==> src/logic/ocl_bridge_cfg.svh <==
// width, slot count, slot shift and unmapped read pattern macros for the ocl bridge
`ifndef OCL_BRIDGE_CFG_SVH
`define OCL_BRIDGE_CFG_SVH

// ------------------------------------------------------------
// datapath
// ------------------------------------------------------------
`define CFG_DATA_W 32 // data word and address word

// ------------------------------------------------------------
// target windows, 256 bytes each
// ------------------------------------------------------------
`define CFG_NUM_SLOTS 4   // implemented targets
`define CFG_SLOT_SHIFT 8  // log2 of window size
`define CFG_SLOT_W 17     // window select, addr[24:8]

// returned for a read that hits no target
`define CFG_UNMAPPED_RDATA 32'hdead_beef

`endif

==> src/logic/ocl_bridge_pkg.sv <==
// ocl_bridge_pkg: address union, slave state enum, response code
`default_nettype none

`include "ocl_bridge_cfg.svh"

package ocl_bridge_pkg;

  // one address word, seen whole or split into window fields
  typedef union packed {
    logic [`CFG_DATA_W-1:0] raw; // as latched from aw/ar
    struct packed {
      logic [`CFG_DATA_W-`CFG_SLOT_W-`CFG_SLOT_SHIFT-1:0] upper; // ignored bits
      logic [`CFG_SLOT_W-1:0] slot;       // target window
      logic [`CFG_SLOT_SHIFT-1:0] offset; // byte inside the window
    } fields;
  } ocl_addr_u;

  // access state machine
  typedef enum logic [1:0] {
    SLV_IDLE    = 2'd0, // waiting for aw or ar
    SLV_WR_ADDR = 2'd1, // write address taken
    SLV_CYC     = 2'd2, // request out, waiting for ack
    SLV_RESP    = 2'd3  // b or r held until accepted
  } slv_state_e;

  localparam logic [1:0] RESP_OKAY = 2'b00; // only response this bridge gives

endpackage

`default_nettype wire

==> src/logic/ocl_bridge_if.sv <==
// axil_if and cfg_req_if bundles with their modports
`timescale 1ns/1ps
`default_nettype none

`include "ocl_bridge_cfg.svh"

// ------------------------------------------------------------
// axi4-lite, five channels, no ids, prot or strobes
// ------------------------------------------------------------
interface axil_if;
  logic [`CFG_DATA_W-1:0] awaddr;
  logic                   awvalid;
  logic                   awready;
  logic [`CFG_DATA_W-1:0] wdata;
  logic                   wvalid;
  logic                   wready;
  logic [1:0]             bresp;
  logic                   bvalid;
  logic                   bready;
  logic [`CFG_DATA_W-1:0] araddr;
  logic                   arvalid;
  logic                   arready;
  logic [`CFG_DATA_W-1:0] rdata;
  logic [1:0]             rresp;
  logic                   rvalid;
  logic                   rready;

  // request side, drives aw/w/ar and takes b/r
  modport mgr (
    output awaddr, awvalid, input awready,
    output wdata, wvalid, input wready,
    input bresp, bvalid, output bready,
    output araddr, arvalid, input arready,
    input rdata, rresp, rvalid, output rready
  );

  // answering side
  modport sub (
    input awaddr, awvalid, output awready,
    input wdata, wvalid, output wready,
    output bresp, bvalid, input bready,
    input araddr, arvalid, output arready,
    output rdata, rresp, rvalid, input rready
  );
endinterface

// ------------------------------------------------------------
// one access at a time from the fsm to the slot decoder
// ------------------------------------------------------------
interface cfg_req_if;
  import ocl_bridge_pkg::*;

  ocl_addr_u              addr;   // held for the whole access
  logic [`CFG_DATA_W-1:0] wdata;
  logic                   req_wr; // one-cycle pulse
  logic                   req_rd; // one-cycle pulse
  logic                   ack;    // ends the access
  logic [`CFG_DATA_W-1:0] rdata;  // valid with ack

  modport fsm (output addr, wdata, req_wr, req_rd, input ack, rdata);
  modport tgt (input addr, wdata, req_wr, req_rd, output ack, rdata);
endinterface

`default_nettype wire

==> src/logic/axil_reg_slice.sv <==
// axil_reg_slice: one-deep register stage on each axi4-lite channel
`timescale 1ns/1ps
`default_nettype none

`include "ocl_bridge_cfg.svh"

module axil_reg_slice (
  input wire   clk,
  input wire   reset,
  axil_if.sub  s,  // host side
  axil_if.mgr  m   // fsm side
);

  localparam int NCH = 5;
  localparam int PW  = `CFG_DATA_W + 2; // widest payload is rdata + rresp

  // channel slots
  localparam int CH_AW = 0;
  localparam int CH_W  = 1;
  localparam int CH_AR = 2;
  localparam int CH_B  = 3;
  localparam int CH_R  = 4;

  logic [NCH-1:0] in_valid;  // upstream valid per channel
  logic [NCH-1:0] out_ready; // downstream ready per channel
  logic [NCH-1:0] full;      // stage holds an item
  logic [PW-1:0]  in_data [NCH];
  logic [PW-1:0]  stage_q [NCH];
  logic           live_q;    // stages open one cycle after reset releases

  // gather the five channels into arrays
  always_comb begin
    in_valid[CH_AW]  = s.awvalid;
    in_valid[CH_W]   = s.wvalid;
    in_valid[CH_AR]  = s.arvalid;
    in_valid[CH_B]   = m.bvalid;
    in_valid[CH_R]   = m.rvalid;
    out_ready[CH_AW] = m.awready;
    out_ready[CH_W]  = m.wready;
    out_ready[CH_AR] = m.arready;
    out_ready[CH_B]  = s.bready;
    out_ready[CH_R]  = s.rready;
    in_data[CH_AW]   = {2'b00, s.awaddr};
    in_data[CH_W]    = {2'b00, s.wdata};
    in_data[CH_AR]   = {2'b00, s.araddr};
    in_data[CH_B]    = {{`CFG_DATA_W{1'b0}}, m.bresp};
    in_data[CH_R]    = {m.rdata, m.rresp};
  end

  // ------------------------------------------------------------
  // full flags, accept when empty, release on downstream ready
  // ------------------------------------------------------------
  always_ff @(posedge clk) begin
    if (reset) begin
      full   <= '0;
      live_q <= 1'b0;
    end else begin
      live_q <= 1'b1;
      for (int i = 0; i < NCH; i++) begin
        if (!full[i] && in_valid[i] && live_q)
          full[i] <= 1'b1;
        else if (full[i] && out_ready[i])
          full[i] <= 1'b0; // item handed on
      end
    end
  end

  // payload, only written into an empty stage so it stays put under stall
  always_ff @(posedge clk) begin
    for (int i = 0; i < NCH; i++) begin
      if (!full[i] && in_valid[i] && live_q)
        stage_q[i] <= in_data[i];
    end
  end

  // ready only when empty, so one transfer every two cycles
  assign s.awready = !full[CH_AW] && live_q;
  assign s.wready  = !full[CH_W] && live_q;
  assign s.arready = !full[CH_AR] && live_q;
  assign m.bready  = !full[CH_B] && live_q;
  assign m.rready  = !full[CH_R] && live_q;

  assign m.awvalid = full[CH_AW];
  assign m.awaddr  = stage_q[CH_AW][`CFG_DATA_W-1:0];
  assign m.wvalid  = full[CH_W];
  assign m.wdata   = stage_q[CH_W][`CFG_DATA_W-1:0];
  assign m.arvalid = full[CH_AR];
  assign m.araddr  = stage_q[CH_AR][`CFG_DATA_W-1:0];
  assign s.bvalid  = full[CH_B];
  assign s.bresp   = stage_q[CH_B][1:0];
  assign s.rvalid  = full[CH_R];
  assign s.rdata   = stage_q[CH_R][PW-1:2];
  assign s.rresp   = stage_q[CH_R][1:0];

  // a held item stays, unchanged, until it is taken
  for (genvar g = 0; g < NCH; g++) begin : g_hold_chk
    a_valid_hold: assert property (@(posedge clk) disable iff (reset)
      full[g] && !out_ready[g] |=> full[g] && $stable(stage_q[g]));
  end

endmodule

`default_nettype wire

==> src/logic/cfg_slot_dispatch.sv <==
// cfg_slot_dispatch: slot decode, per-slot strobes, ack and read data select
`timescale 1ns/1ps
`default_nettype none

`include "ocl_bridge_cfg.svh"

module cfg_slot_dispatch (
  input wire                                      clk,
  input wire                                      reset,
  cfg_req_if.tgt                                  req,
  output logic [`CFG_DATA_W-1:0]                  cfg_addr,  // shared by all slots
  output logic [`CFG_DATA_W-1:0]                  cfg_wdata,
  output logic [`CFG_NUM_SLOTS-1:0]               cfg_wr,
  output logic [`CFG_NUM_SLOTS-1:0]               cfg_rd,
  input wire   [`CFG_NUM_SLOTS-1:0]               cfg_ack,
  input wire   [`CFG_NUM_SLOTS*`CFG_DATA_W-1:0]   cfg_rdata  // slot 0 in the low word
);

  localparam int SEL_W = (`CFG_NUM_SLOTS > 1) ? $clog2(`CFG_NUM_SLOTS) : 1;

  logic             mapped;  // window has a target behind it
  logic [SEL_W-1:0] sel;     // slot index into ack/rdata
  logic             unm_ack; // local ack for an empty window

  assign mapped = req.addr.fields.slot < `CFG_SLOT_W'(`CFG_NUM_SLOTS);
  assign sel    = req.addr.fields.slot[SEL_W-1:0];

  // ------------------------------------------------------------
  // strobes, one cycle after the request, selected slot only
  // ------------------------------------------------------------
  always_ff @(posedge clk) begin
    if (reset) begin
      cfg_wr  <= '0;
      cfg_rd  <= '0;
      unm_ack <= 1'b0;
    end else begin
      for (int i = 0; i < `CFG_NUM_SLOTS; i++) begin
        cfg_wr[i] <= req.req_wr && (req.addr.fields.slot == `CFG_SLOT_W'(i));
        cfg_rd[i] <= req.req_rd && (req.addr.fields.slot == `CFG_SLOT_W'(i));
      end
      unm_ack <= (req.req_wr || req.req_rd) && !mapped; // write dropped here
    end
  end

  // address and data copy, stable while the target answers
  always_ff @(posedge clk) begin
    if (req.req_wr || req.req_rd) begin
      cfg_addr  <= req.addr.raw;
      cfg_wdata <= req.wdata;
    end
  end

  // target ack passes straight through
  assign req.ack   = mapped ? cfg_ack[sel] : unm_ack;
  assign req.rdata = mapped ? cfg_rdata[sel*`CFG_DATA_W +: `CFG_DATA_W]
                            : `CFG_UNMAPPED_RDATA;

  // at most one strobe across all slots and both directions
  a_one_strobe: assert property (@(posedge clk) disable iff (reset)
    $onehot0({cfg_wr, cfg_rd}));

endmodule

`default_nettype wire

==> src/logic/ocl_cfg_bridge.sv <==
// ocl_cfg_bridge: top level, axi4-lite host ports to configuration bus ports
`timescale 1ns/1ps
`default_nettype none

`include "ocl_bridge_cfg.svh"

module ocl_cfg_bridge (
  input wire                                        clk,
  input wire                                        reset,
  // axi4-lite from the host
  input wire   [`CFG_DATA_W-1:0]                    awaddr,
  input wire                                        awvalid,
  output logic                                      awready,
  input wire   [`CFG_DATA_W-1:0]                    wdata,
  input wire                                        wvalid,
  output logic                                      wready,
  output logic [$bits(ocl_bridge_pkg::RESP_OKAY)-1:0] bresp,
  output logic                                      bvalid,
  input wire                                        bready,
  input wire   [`CFG_DATA_W-1:0]                    araddr,
  input wire                                        arvalid,
  output logic                                      arready,
  output logic [`CFG_DATA_W-1:0]                    rdata,
  output logic [$bits(ocl_bridge_pkg::RESP_OKAY)-1:0] rresp,
  output logic                                      rvalid,
  input wire                                        rready,
  // configuration bus to the targets
  output logic [`CFG_DATA_W-1:0]                    cfg_addr,
  output logic [`CFG_DATA_W-1:0]                    cfg_wdata,
  output logic [`CFG_NUM_SLOTS-1:0]                 cfg_wr,
  output logic [`CFG_NUM_SLOTS-1:0]                 cfg_rd,
  input wire   [`CFG_NUM_SLOTS-1:0]                 cfg_ack,
  input wire   [`CFG_NUM_SLOTS*`CFG_DATA_W-1:0]     cfg_rdata
);

  axil_if    host_bus ();  // host ports, bundled
  axil_if    slice_bus (); // slice to fsm
  cfg_req_if req_bus ();   // fsm to slot decoder

  // ------------------------------------------------------------
  // host ports onto the bundle
  // ------------------------------------------------------------
  assign host_bus.awaddr  = awaddr;
  assign host_bus.awvalid = awvalid;
  assign awready          = host_bus.awready;
  assign host_bus.wdata   = wdata;
  assign host_bus.wvalid  = wvalid;
  assign wready           = host_bus.wready;
  assign bresp            = host_bus.bresp;
  assign bvalid           = host_bus.bvalid;
  assign host_bus.bready  = bready;
  assign host_bus.araddr  = araddr;
  assign host_bus.arvalid = arvalid;
  assign arready          = host_bus.arready;
  assign rdata            = host_bus.rdata;
  assign rresp            = host_bus.rresp;
  assign rvalid           = host_bus.rvalid;
  assign host_bus.rready  = rready;

  axil_reg_slice axil_reg_slice_inst (
    .clk   (clk),
    .reset (reset),
    .s     (host_bus),
    .m     (slice_bus)
  );

  ocl_slave_fsm ocl_slave_fsm_inst (
    .clk   (clk),
    .reset (reset),
    .axil  (slice_bus),
    .req   (req_bus)
  );

  cfg_slot_dispatch cfg_slot_dispatch_inst (
    .clk       (clk),
    .reset     (reset),
    .req       (req_bus),
    .cfg_addr  (cfg_addr),
    .cfg_wdata (cfg_wdata),
    .cfg_wr    (cfg_wr),
    .cfg_rd    (cfg_rd),
    .cfg_ack   (cfg_ack),
    .cfg_rdata (cfg_rdata)
  );

endmodule

`default_nettype wire

==> src/logic/ocl_slave_fsm.sv <==
// access state machine with write priority, axi handshakes and okay responses
`timescale 1ns/1ps
`default_nettype none

`include "ocl_bridge_cfg.svh"

module ocl_slave_fsm (
  input wire      clk,
  input wire      reset,
  axil_if.sub     axil, // from the register slice
  cfg_req_if.fsm  req   // to the slot decoder
);

  import ocl_bridge_pkg::*;

  slv_state_e             state;
  slv_state_e             state_nxt;
  logic                   cyc_wr;    // current access is a write
  logic                   did_req;   // request already pulsed for this access
  logic                   req_go;    // fire the request this cycle
  logic                   req_valid; // write data present or any read
  logic                   rsp_ready; // b or r ready for the current access type
  logic                   cyc_done;  // ack for our own request
  ocl_addr_u              addr_q;    // one shared address copy
  logic [`CFG_DATA_W-1:0] rdata_q;

  assign req_valid = cyc_wr ? axil.wvalid : 1'b1;
  assign rsp_ready = cyc_wr ? axil.bready : axil.rready;
  assign cyc_done  = (state == SLV_CYC) && did_req && req.ack;

  // ------------------------------------------------------------
  // next state with aw checked first so writes win
  // ------------------------------------------------------------
  always_comb begin
    state_nxt = state;
    case (state)
      SLV_IDLE: begin
        if (axil.awvalid)
          state_nxt = SLV_WR_ADDR;
        else if (axil.arvalid)
          state_nxt = SLV_CYC; // reads skip the address state
      end
      SLV_WR_ADDR: state_nxt = SLV_CYC;
      SLV_CYC: begin
        if (cyc_done)
          state_nxt = SLV_RESP;
      end
      SLV_RESP: begin
        if (rsp_ready)
          state_nxt = SLV_IDLE;
      end
      default: state_nxt = SLV_IDLE;
    endcase
  end

  always_ff @(posedge clk) begin
    if (reset) begin
      state        <= SLV_IDLE;
      cyc_wr       <= 1'b0;
      did_req      <= 1'b0;
      axil.awready <= 1'b0;
      axil.wready  <= 1'b0;
      axil.arready <= 1'b0;
    end else begin
      state <= state_nxt;
      if (state == SLV_IDLE)
        cyc_wr <= axil.awvalid; // latch the winner
      if (state == SLV_IDLE)
        did_req <= 1'b0;
      else if (req_go)
        did_req <= 1'b1;
      // single-cycle readies back into the slice
      axil.awready <= (state == SLV_IDLE) && (state_nxt == SLV_WR_ADDR);
      axil.wready  <= cyc_done && cyc_wr;
      axil.arready <= cyc_done && !cyc_wr;
    end
  end

  // address taken on the way out of idle and read data on ack
  always_ff @(posedge clk) begin
    if (state == SLV_IDLE)
      addr_q.raw <= axil.awvalid ? axil.awaddr : axil.araddr;
    if (cyc_done)
      rdata_q <= req.rdata;
  end

  // ------------------------------------------------------------
  // request and responses
  // ------------------------------------------------------------
  assign req_go     = (state == SLV_CYC) && req_valid && !did_req;
  assign req.req_wr = req_go && cyc_wr;
  assign req.req_rd = req_go && !cyc_wr;
  assign req.addr   = addr_q;
  assign req.wdata  = axil.wdata; // held by the w stage until wready

  assign axil.bvalid = (state == SLV_RESP) && cyc_wr;
  assign axil.bresp  = RESP_OKAY;
  assign axil.rvalid = (state == SLV_RESP) && !cyc_wr;
  assign axil.rdata  = rdata_q;
  assign axil.rresp  = RESP_OKAY;

  // responses wait for the slice to take them
  a_bvalid_hold: assert property (@(posedge clk) disable iff (reset)
    axil.bvalid && !axil.bready |=> axil.bvalid);
  a_rvalid_hold: assert property (@(posedge clk) disable iff (reset)
    axil.rvalid && !axil.rready |=> axil.rvalid && $stable(axil.rdata));

endmodule

`default_nettype wire

==> config.mk <==
export PLATFORM = sky130hd
export DESIGN_NAME = ocl_cfg_bridge
export DESIGN_NICKNAME = d
export VERILOG_FILES = /design/src/logic/ocl_bridge_pkg.sv /design/src/logic/ocl_bridge_if.sv /design/src/logic/axil_reg_slice.sv /design/src/logic/cfg_slot_dispatch.sv /design/src/logic/ocl_cfg_bridge.sv /design/src/logic/ocl_slave_fsm.sv
export VERILOG_INCLUDE_DIRS = /design/src /design/src/logic
export SDC_FILE = /design/constraint.sdc
export NUM_CORES = 1
export LEC_CHECK = 0
export ABC_AREA = 1
export BUFFER_PORTS_ARGS = -buffer_cell sky130_fd_sc_hd__buf_2
export CAP_MARGIN = 15
export CORE_MARGIN = 1
export CORE_UTILIZATION = 40
export DETAILED_ROUTE_END_ITERATION = 16
export HOLD_SLACK_MARGIN = 0.03
export PLACE_DENSITY = 0.76
export SLEW_MARGIN = 40
export SYNTH_ARGS = -nofsm -noshare
export SYNTH_HDL_FRONTEND = slang
export SYNTH_HIERARCHICAL = 1
export SYNTH_SLANG_ARGS = --single-unit
==> constraint.sdc <==
create_clock -name clk -period 5.16 [get_ports clk]
set_input_delay 0.774 -clock clk [delete_from_list [all_inputs] [get_ports clk]]
set_output_delay 0.774 -clock clk [all_outputs]
set_load 0.02 [all_outputs]
# Yosys cells after proc, flatten, opt, wreduce, memory -nomap -nowiden
# Memory sizes are Yosys's and may differ from the RTL's. A register that Yosys moved wholly into a read port is not among the register bits.
# Cells that the tools add are included.
[classes] shifts=1 order_cmp=2 mux=35 n_eq_ne=7 reduce_logical=58
[ops] operator="variable part select 128 x 8 -> 32 bit" n=1
[ops] operator="logical AND 1 bit" n=40
[ops] operator="== test 17 x 2 -> 1 bit (second input constant)" n=2
[ops] operator="2-to-1 mux 34 bit" n=1
[ops] operator="OR reduction 34 bit" n=1
[ops] operator="2-to-1 mux 32 bit" n=1
[ops] operator="2-to-1 mux 1 bit" n=26
[ops] operator="== test 17 x 1 -> 1 bit (second input constant)" n=1
[ops] operator="logical NOT 17 bit" n=1
[ops] operator="less-than comparator 17 x 3 -> 1 bit (second input constant)" n=1
[ops] operator="nonzero test 2 bit" n=5
[ops] operator="logical NOT 1 bit" n=8
[ops] operator="2-to-1 mux 2 bit" n=4
[ops] operator="case mux 2 bit (4 select lines)" n=1
[ops] operator="== test 2 x 1 -> 1 bit (second input constant)" n=2
[ops] operator="== test 2 bit (second input constant)" n=2
[ops] operator="less-than comparator 2 x 3 -> 1 bit (second input constant)" n=1
[ops] operator="2-to-1 mux 3 bit" n=1
[ops] operator="binary-select mux 1 bit (select 2 bit)" n=1
[ops] operator="logical NOT 2 bit" n=1
[ops] operator="OR reduction 2 bit" n=1
[ops] operator="logical OR 1 bit" n=1
[word_totals] word_cells=122 output_inout_bits=113 inputBits=235 mem_count=1 mem_bits_rw=170 reg_bits=118
[memory_table] memory="axil_reg_slice_inst.stage_q" depth=5 width=34 rd=5 rd_ports_with_merged_regs=1 write_ports=4 line="axil_reg_slice.sv:28" text="logic [PW-1:0] stage_q [NCH];"

# Depth between registers and ports, before layout
[logic_depth] depth_word=8 mapped_depth=11 mapped_depth_nobuf=11

# By module
# The synthesis kept the hierarchy.
[by_module_without_submodules] mod="axil_reg_slice" instances=1 cells_each=175 seq_area_each_um2=4083.9 area_each_um2=4235.3
[by_module_without_submodules] mod="cfg_slot_dispatch" instances=1 cells_each=414 seq_area_each_um2=2102.0 area_each_um2=3438.3
[by_module_without_submodules] mod="ocl_slave_fsm" instances=1 cells_each=246 seq_area_each_um2=2062.0 area_each_um2=2899.0

# Least setup slack after synthesis
# No wires, ideal clock.
[synth_path] path_kind="input to register" startpoint="input port cfg_ack[3]" endpoint="register ocl_slave_fsm_inst.rdata_q[0], in the netlist ocl_slave_fsm_inst/axil.rdata[0] (enable)" setup_slack_ps=2909 setup_time_ps=387 t_arrival_ps=1864 path_buffers=0 required_time_ps=4773 path_stages=8 path_cell_list="nand2_1 nand2_1 nand2_1 nand2_1 nand3_1 nand2_1 nand4_1 inv_1"
[synth_between] elab_chain_cells=4
[synth_lines] item="start: declaration" line="ocl_cfg_bridge.sv:32" text="input wire [`CFG_NUM_SLOTS-1:0] cfg_ack,"
[synth_lines] item="binary-select mux 1 bit (select 2 bit)" line="cfg_slot_dispatch.sv:54" text="assign req.ack = mapped ? cfg_ack[sel] : unm_ack;"
[synth_lines] item="2-to-1 mux 1 bit (not written as such)" line="cfg_slot_dispatch.sv:54"
[synth_lines] item="2-to-1 mux 1 bit" line="cfg_slot_dispatch.sv:54"
[synth_lines] item="via req_bus.ack" line="ocl_bridge_if.sv:57" text="logic ack;"
[synth_lines] item="logical AND 1 bit" line="ocl_slave_fsm.sv:29" text="assign cyc_done = (state == SLV_CYC) && did_req && req.ack;"
[synth_lines] item="via ocl_slave_fsm_inst.cyc_done" line="ocl_slave_fsm.sv:23" text="logic cyc_done;"
[synth_lines] item="end signal: assignment" line="ocl_slave_fsm.sv:84" text="rdata_q <= req.rdata;"
[synth_lines] item="end: declaration" line="ocl_slave_fsm.sv:25" text="logic [`CFG_DATA_W-1:0] rdata_q;"
# The timed path passes the listed nets, and every way through them passes these cells. The select of a mux whose other input is x is not followed.
# A chain may end at the register's enable or synchronous reset.

# Final worst setup path
[layout_path] startpoint="register axil_reg_slice_inst.full[0]" endpoint="output port awready"
[layout_between] elab_chain_cells=2
[layout_lines] item="start: declaration" line="axil_reg_slice.sv:26" text="logic [NCH-1:0] full;"
[layout_lines] item="start signal: assignment" line="axil_reg_slice.sv:55" text="full <= '0;"
[layout_lines] item="start signal: indexed assignment" line="axil_reg_slice.sv:61" text="full[i] <= 1'b1;"
[layout_lines] item="start signal: indexed assignment" line="axil_reg_slice.sv:63" text="full[i] <= 1'b0;"
[layout_lines] item="logical NOT 1 bit" line="axil_reg_slice.sv:77" text="assign s.awready = !full[CH_AW] && live_q;"
[layout_lines] item="logical AND 1 bit" line="axil_reg_slice.sv:77"
[layout_lines] item="end: declaration" line="ocl_cfg_bridge.sv:13" text="output logic awready,"
# Every way passes these cells.

==> impl_metrics.yaml <==
synthesis:
  yosysSeqAreaShare: 0.780
  post_synth_instance_area_mm2: 0.0106
  yosys_warnings: 6
  syn_area_per_cell_um2: 12.7
  yosys_register_bits: 282
  synth_cell_types: 18
  syn_inst: 835
layout:
  final_cell_mix: "nand2_1 (348), buf_2 (347), edfxtp_1 (260)"
  fillCellCount: 2246
  regArea_mm2: 0.00825
  area_growth_pct: 26.3
  layout-drive-gt1-share: 0.345
  fin_nets: 1403
  final_area_mm2: 0.0134
  multi_input_comb_area_mm2: 0.00181
  utilization: 0.514
  final_common_cell: "nand2_1"
grt:
  antenna_found_initial: 4
  grt_usage: 0.164
  grt_pass1_wl_mm: 33.4
  overflow: 0
  grt_max_degree: 41
  grt_pass1_vias: 6251
sta:
  fin_ws_ns: 2.93
  hold-worst-slack_ns: 0.414
  slew_violations: 0
  final_hold_viol_count: 0
  fin_tns_setup_ns: 0
  finClkSkew_ns: 0.00876
  rsz0062_at_grt: "false"
  worst_slew_pin_slew_ns: 0.844
  slew_headroom: 0.436
  fmax_mhz: 448
  period_share: 0.432
  fin_crit_ns: 2.23
  setup_viol: 0
setup_path:
  start_kind: "register"
  crit_fanout: 12
  crit_path_end_kind: "primary output"
  path_class: "register to primary output"
  arrival_ns: 1.46
  crit_required_ns: 4.39
detailed_routing:
  wire_per_inst_um: 15.5
  vias: 6985
  dr.first_iter.drc_count: 418
  drc: 0
  routed_wl_mm: 23.6
  dr.pass1.iters: 5
  viasPerCell: 4.58
  ant_nets: 0
cts:
  cts_made_buffers: 28
  clock_path_buffers: 3
  htree_levels: 1
  cts_resized: 0
  clkTransAtPathRegs_ns: 0.06
  cts_tree: "yes"
  cts_setup_buffers: 0
  cts_hold_buf: 0
  clock_latency_ns: 0.53
  cts.sinks: 282
  root_buffer: "clkbuf_16"
power_and_ir_drop:
  p_leak_uw: 0.00577
  p_per_area_mw_per_mm2: 391
  ir_drop_uv: 303
placement:
  dpl_cell_area_mm2: 0.0124
  gp_congestion: 0.778
  port_buffers: 347
  dpl.hpwl_mm: 17.1
  pre_cts_ws_ns: 2.94
floorplan:
  ios: 348
  initial_utilization: 0.407
  row_count: 59
  design.die.area_mm2: 0.0271
  die_w_um: 165
  core-area_mm2: 0.0260
  die_h_um: 165
worst_hold_path:
  hold_class: "register to register"
outcome:
  run_status: "completed"
run:
  drv_cap: 0
[path summary, 6_finish.rpt]
kind | startpoint | endpoint | slack, ns | depth (start not counted)
worst max-delay path | axil_reg_slice_inst/full[0] | awready | 2.93 | 2
worst max register to register | ocl_slave_fsm_inst/req.addr[20] | ocl_slave_fsm_inst/axil.rdata[14] | 3.10 | 9
worst min-delay path | ocl_slave_fsm_inst/axil.rdata[9] | axil_reg_slice_inst/stage_q[0][109] | 0.41 | 0
worst min register to register | ocl_slave_fsm_inst/axil.rdata[9] | axil_reg_slice_inst/stage_q[0][109] | 0.41 | 0
[area by class of cell]
type	count	area share
diodes	2	0.000375
clock inverters	15	0.0114
inverters	36	0.0101
well taps	335	0.0314
flip-flops and latches	282	0.618
clock buffers	34	0.0558
multi-input cells	463	0.135
repair buffers	357	0.138
[critical path, cell delays in order, from the launching register on]
cell and delay (ns):
dfxtp_1 0.65, nor2_1 0.10, buf_2 0.18
[synthesized netlist by cell type, drive strengths merged]
cell type  instances  area [µm²]
a21oi              8        40.0
or2                2        12.5
o21ai              2        10.0
dfxtp             22         440
nor2              82         325
nor3               1        5.00
conb               1        3.75
nand2            348        1310
nand4              2        12.5
inv               36         135
edfxtp           260        7810
nand3             14        70.1
buf               57         404
[where the power goes]
part / total [µW] / switching, µW / internal, µW
Clock: 1980 / 809 / 1170
Combinational: 529 / 349 / 180
Sequential: 2710 / 53.4 / 2660
Total: 5220 / 1210 / 4010
[cell families after synthesis]
family	synth area share
flops	0.780
other cells	0.000355
simple gates	0.164
compound gates	0.00473
buf+inv	0.0510
[metrics by stage]
stage          power (µW)  instances
2_1_floorplan        3060        838
3_3_place_gp         3270       1470
3_5_place_dp         3290       1473
4_1_cts              5270       1522
5_1_grt              5410       1524
6_report             5220       1524
[flip-flops by register name, indices dropped and copies added (netlist names), 2 cells and up]
signal,flops
axil_reg_slice_inst/full,5
axil_reg_slice_inst/stage_q,132
cfg_slot_dispatch_inst/cfg_addr,32
cfg_slot_dispatch_inst/cfg_rd,4
cfg_slot_dispatch_inst/cfg_wdata,32
cfg_slot_dispatch_inst/cfg_wr,4
ocl_slave_fsm_inst/axil.rdata,32
ocl_slave_fsm_inst/req.addr,32
ocl_slave_fsm_inst/state,2
[per-layer routing]
| layer | part of all wire | vias to the layer above | GRT usage |
|---|---|---|---|
| met3 | 0.076 | 57 | 0.0367 |
| li1 | - | 3397 | - |
| met5 | 0.0011 | - | 0 |
| met4 | 0.034 | 4 | 0.0734 |
| met2 | 0.50 | 287 | 0.277 |
| met1 | 0.39 | 3240 | 0.201 |
Power figures use the tool's default switching activity.
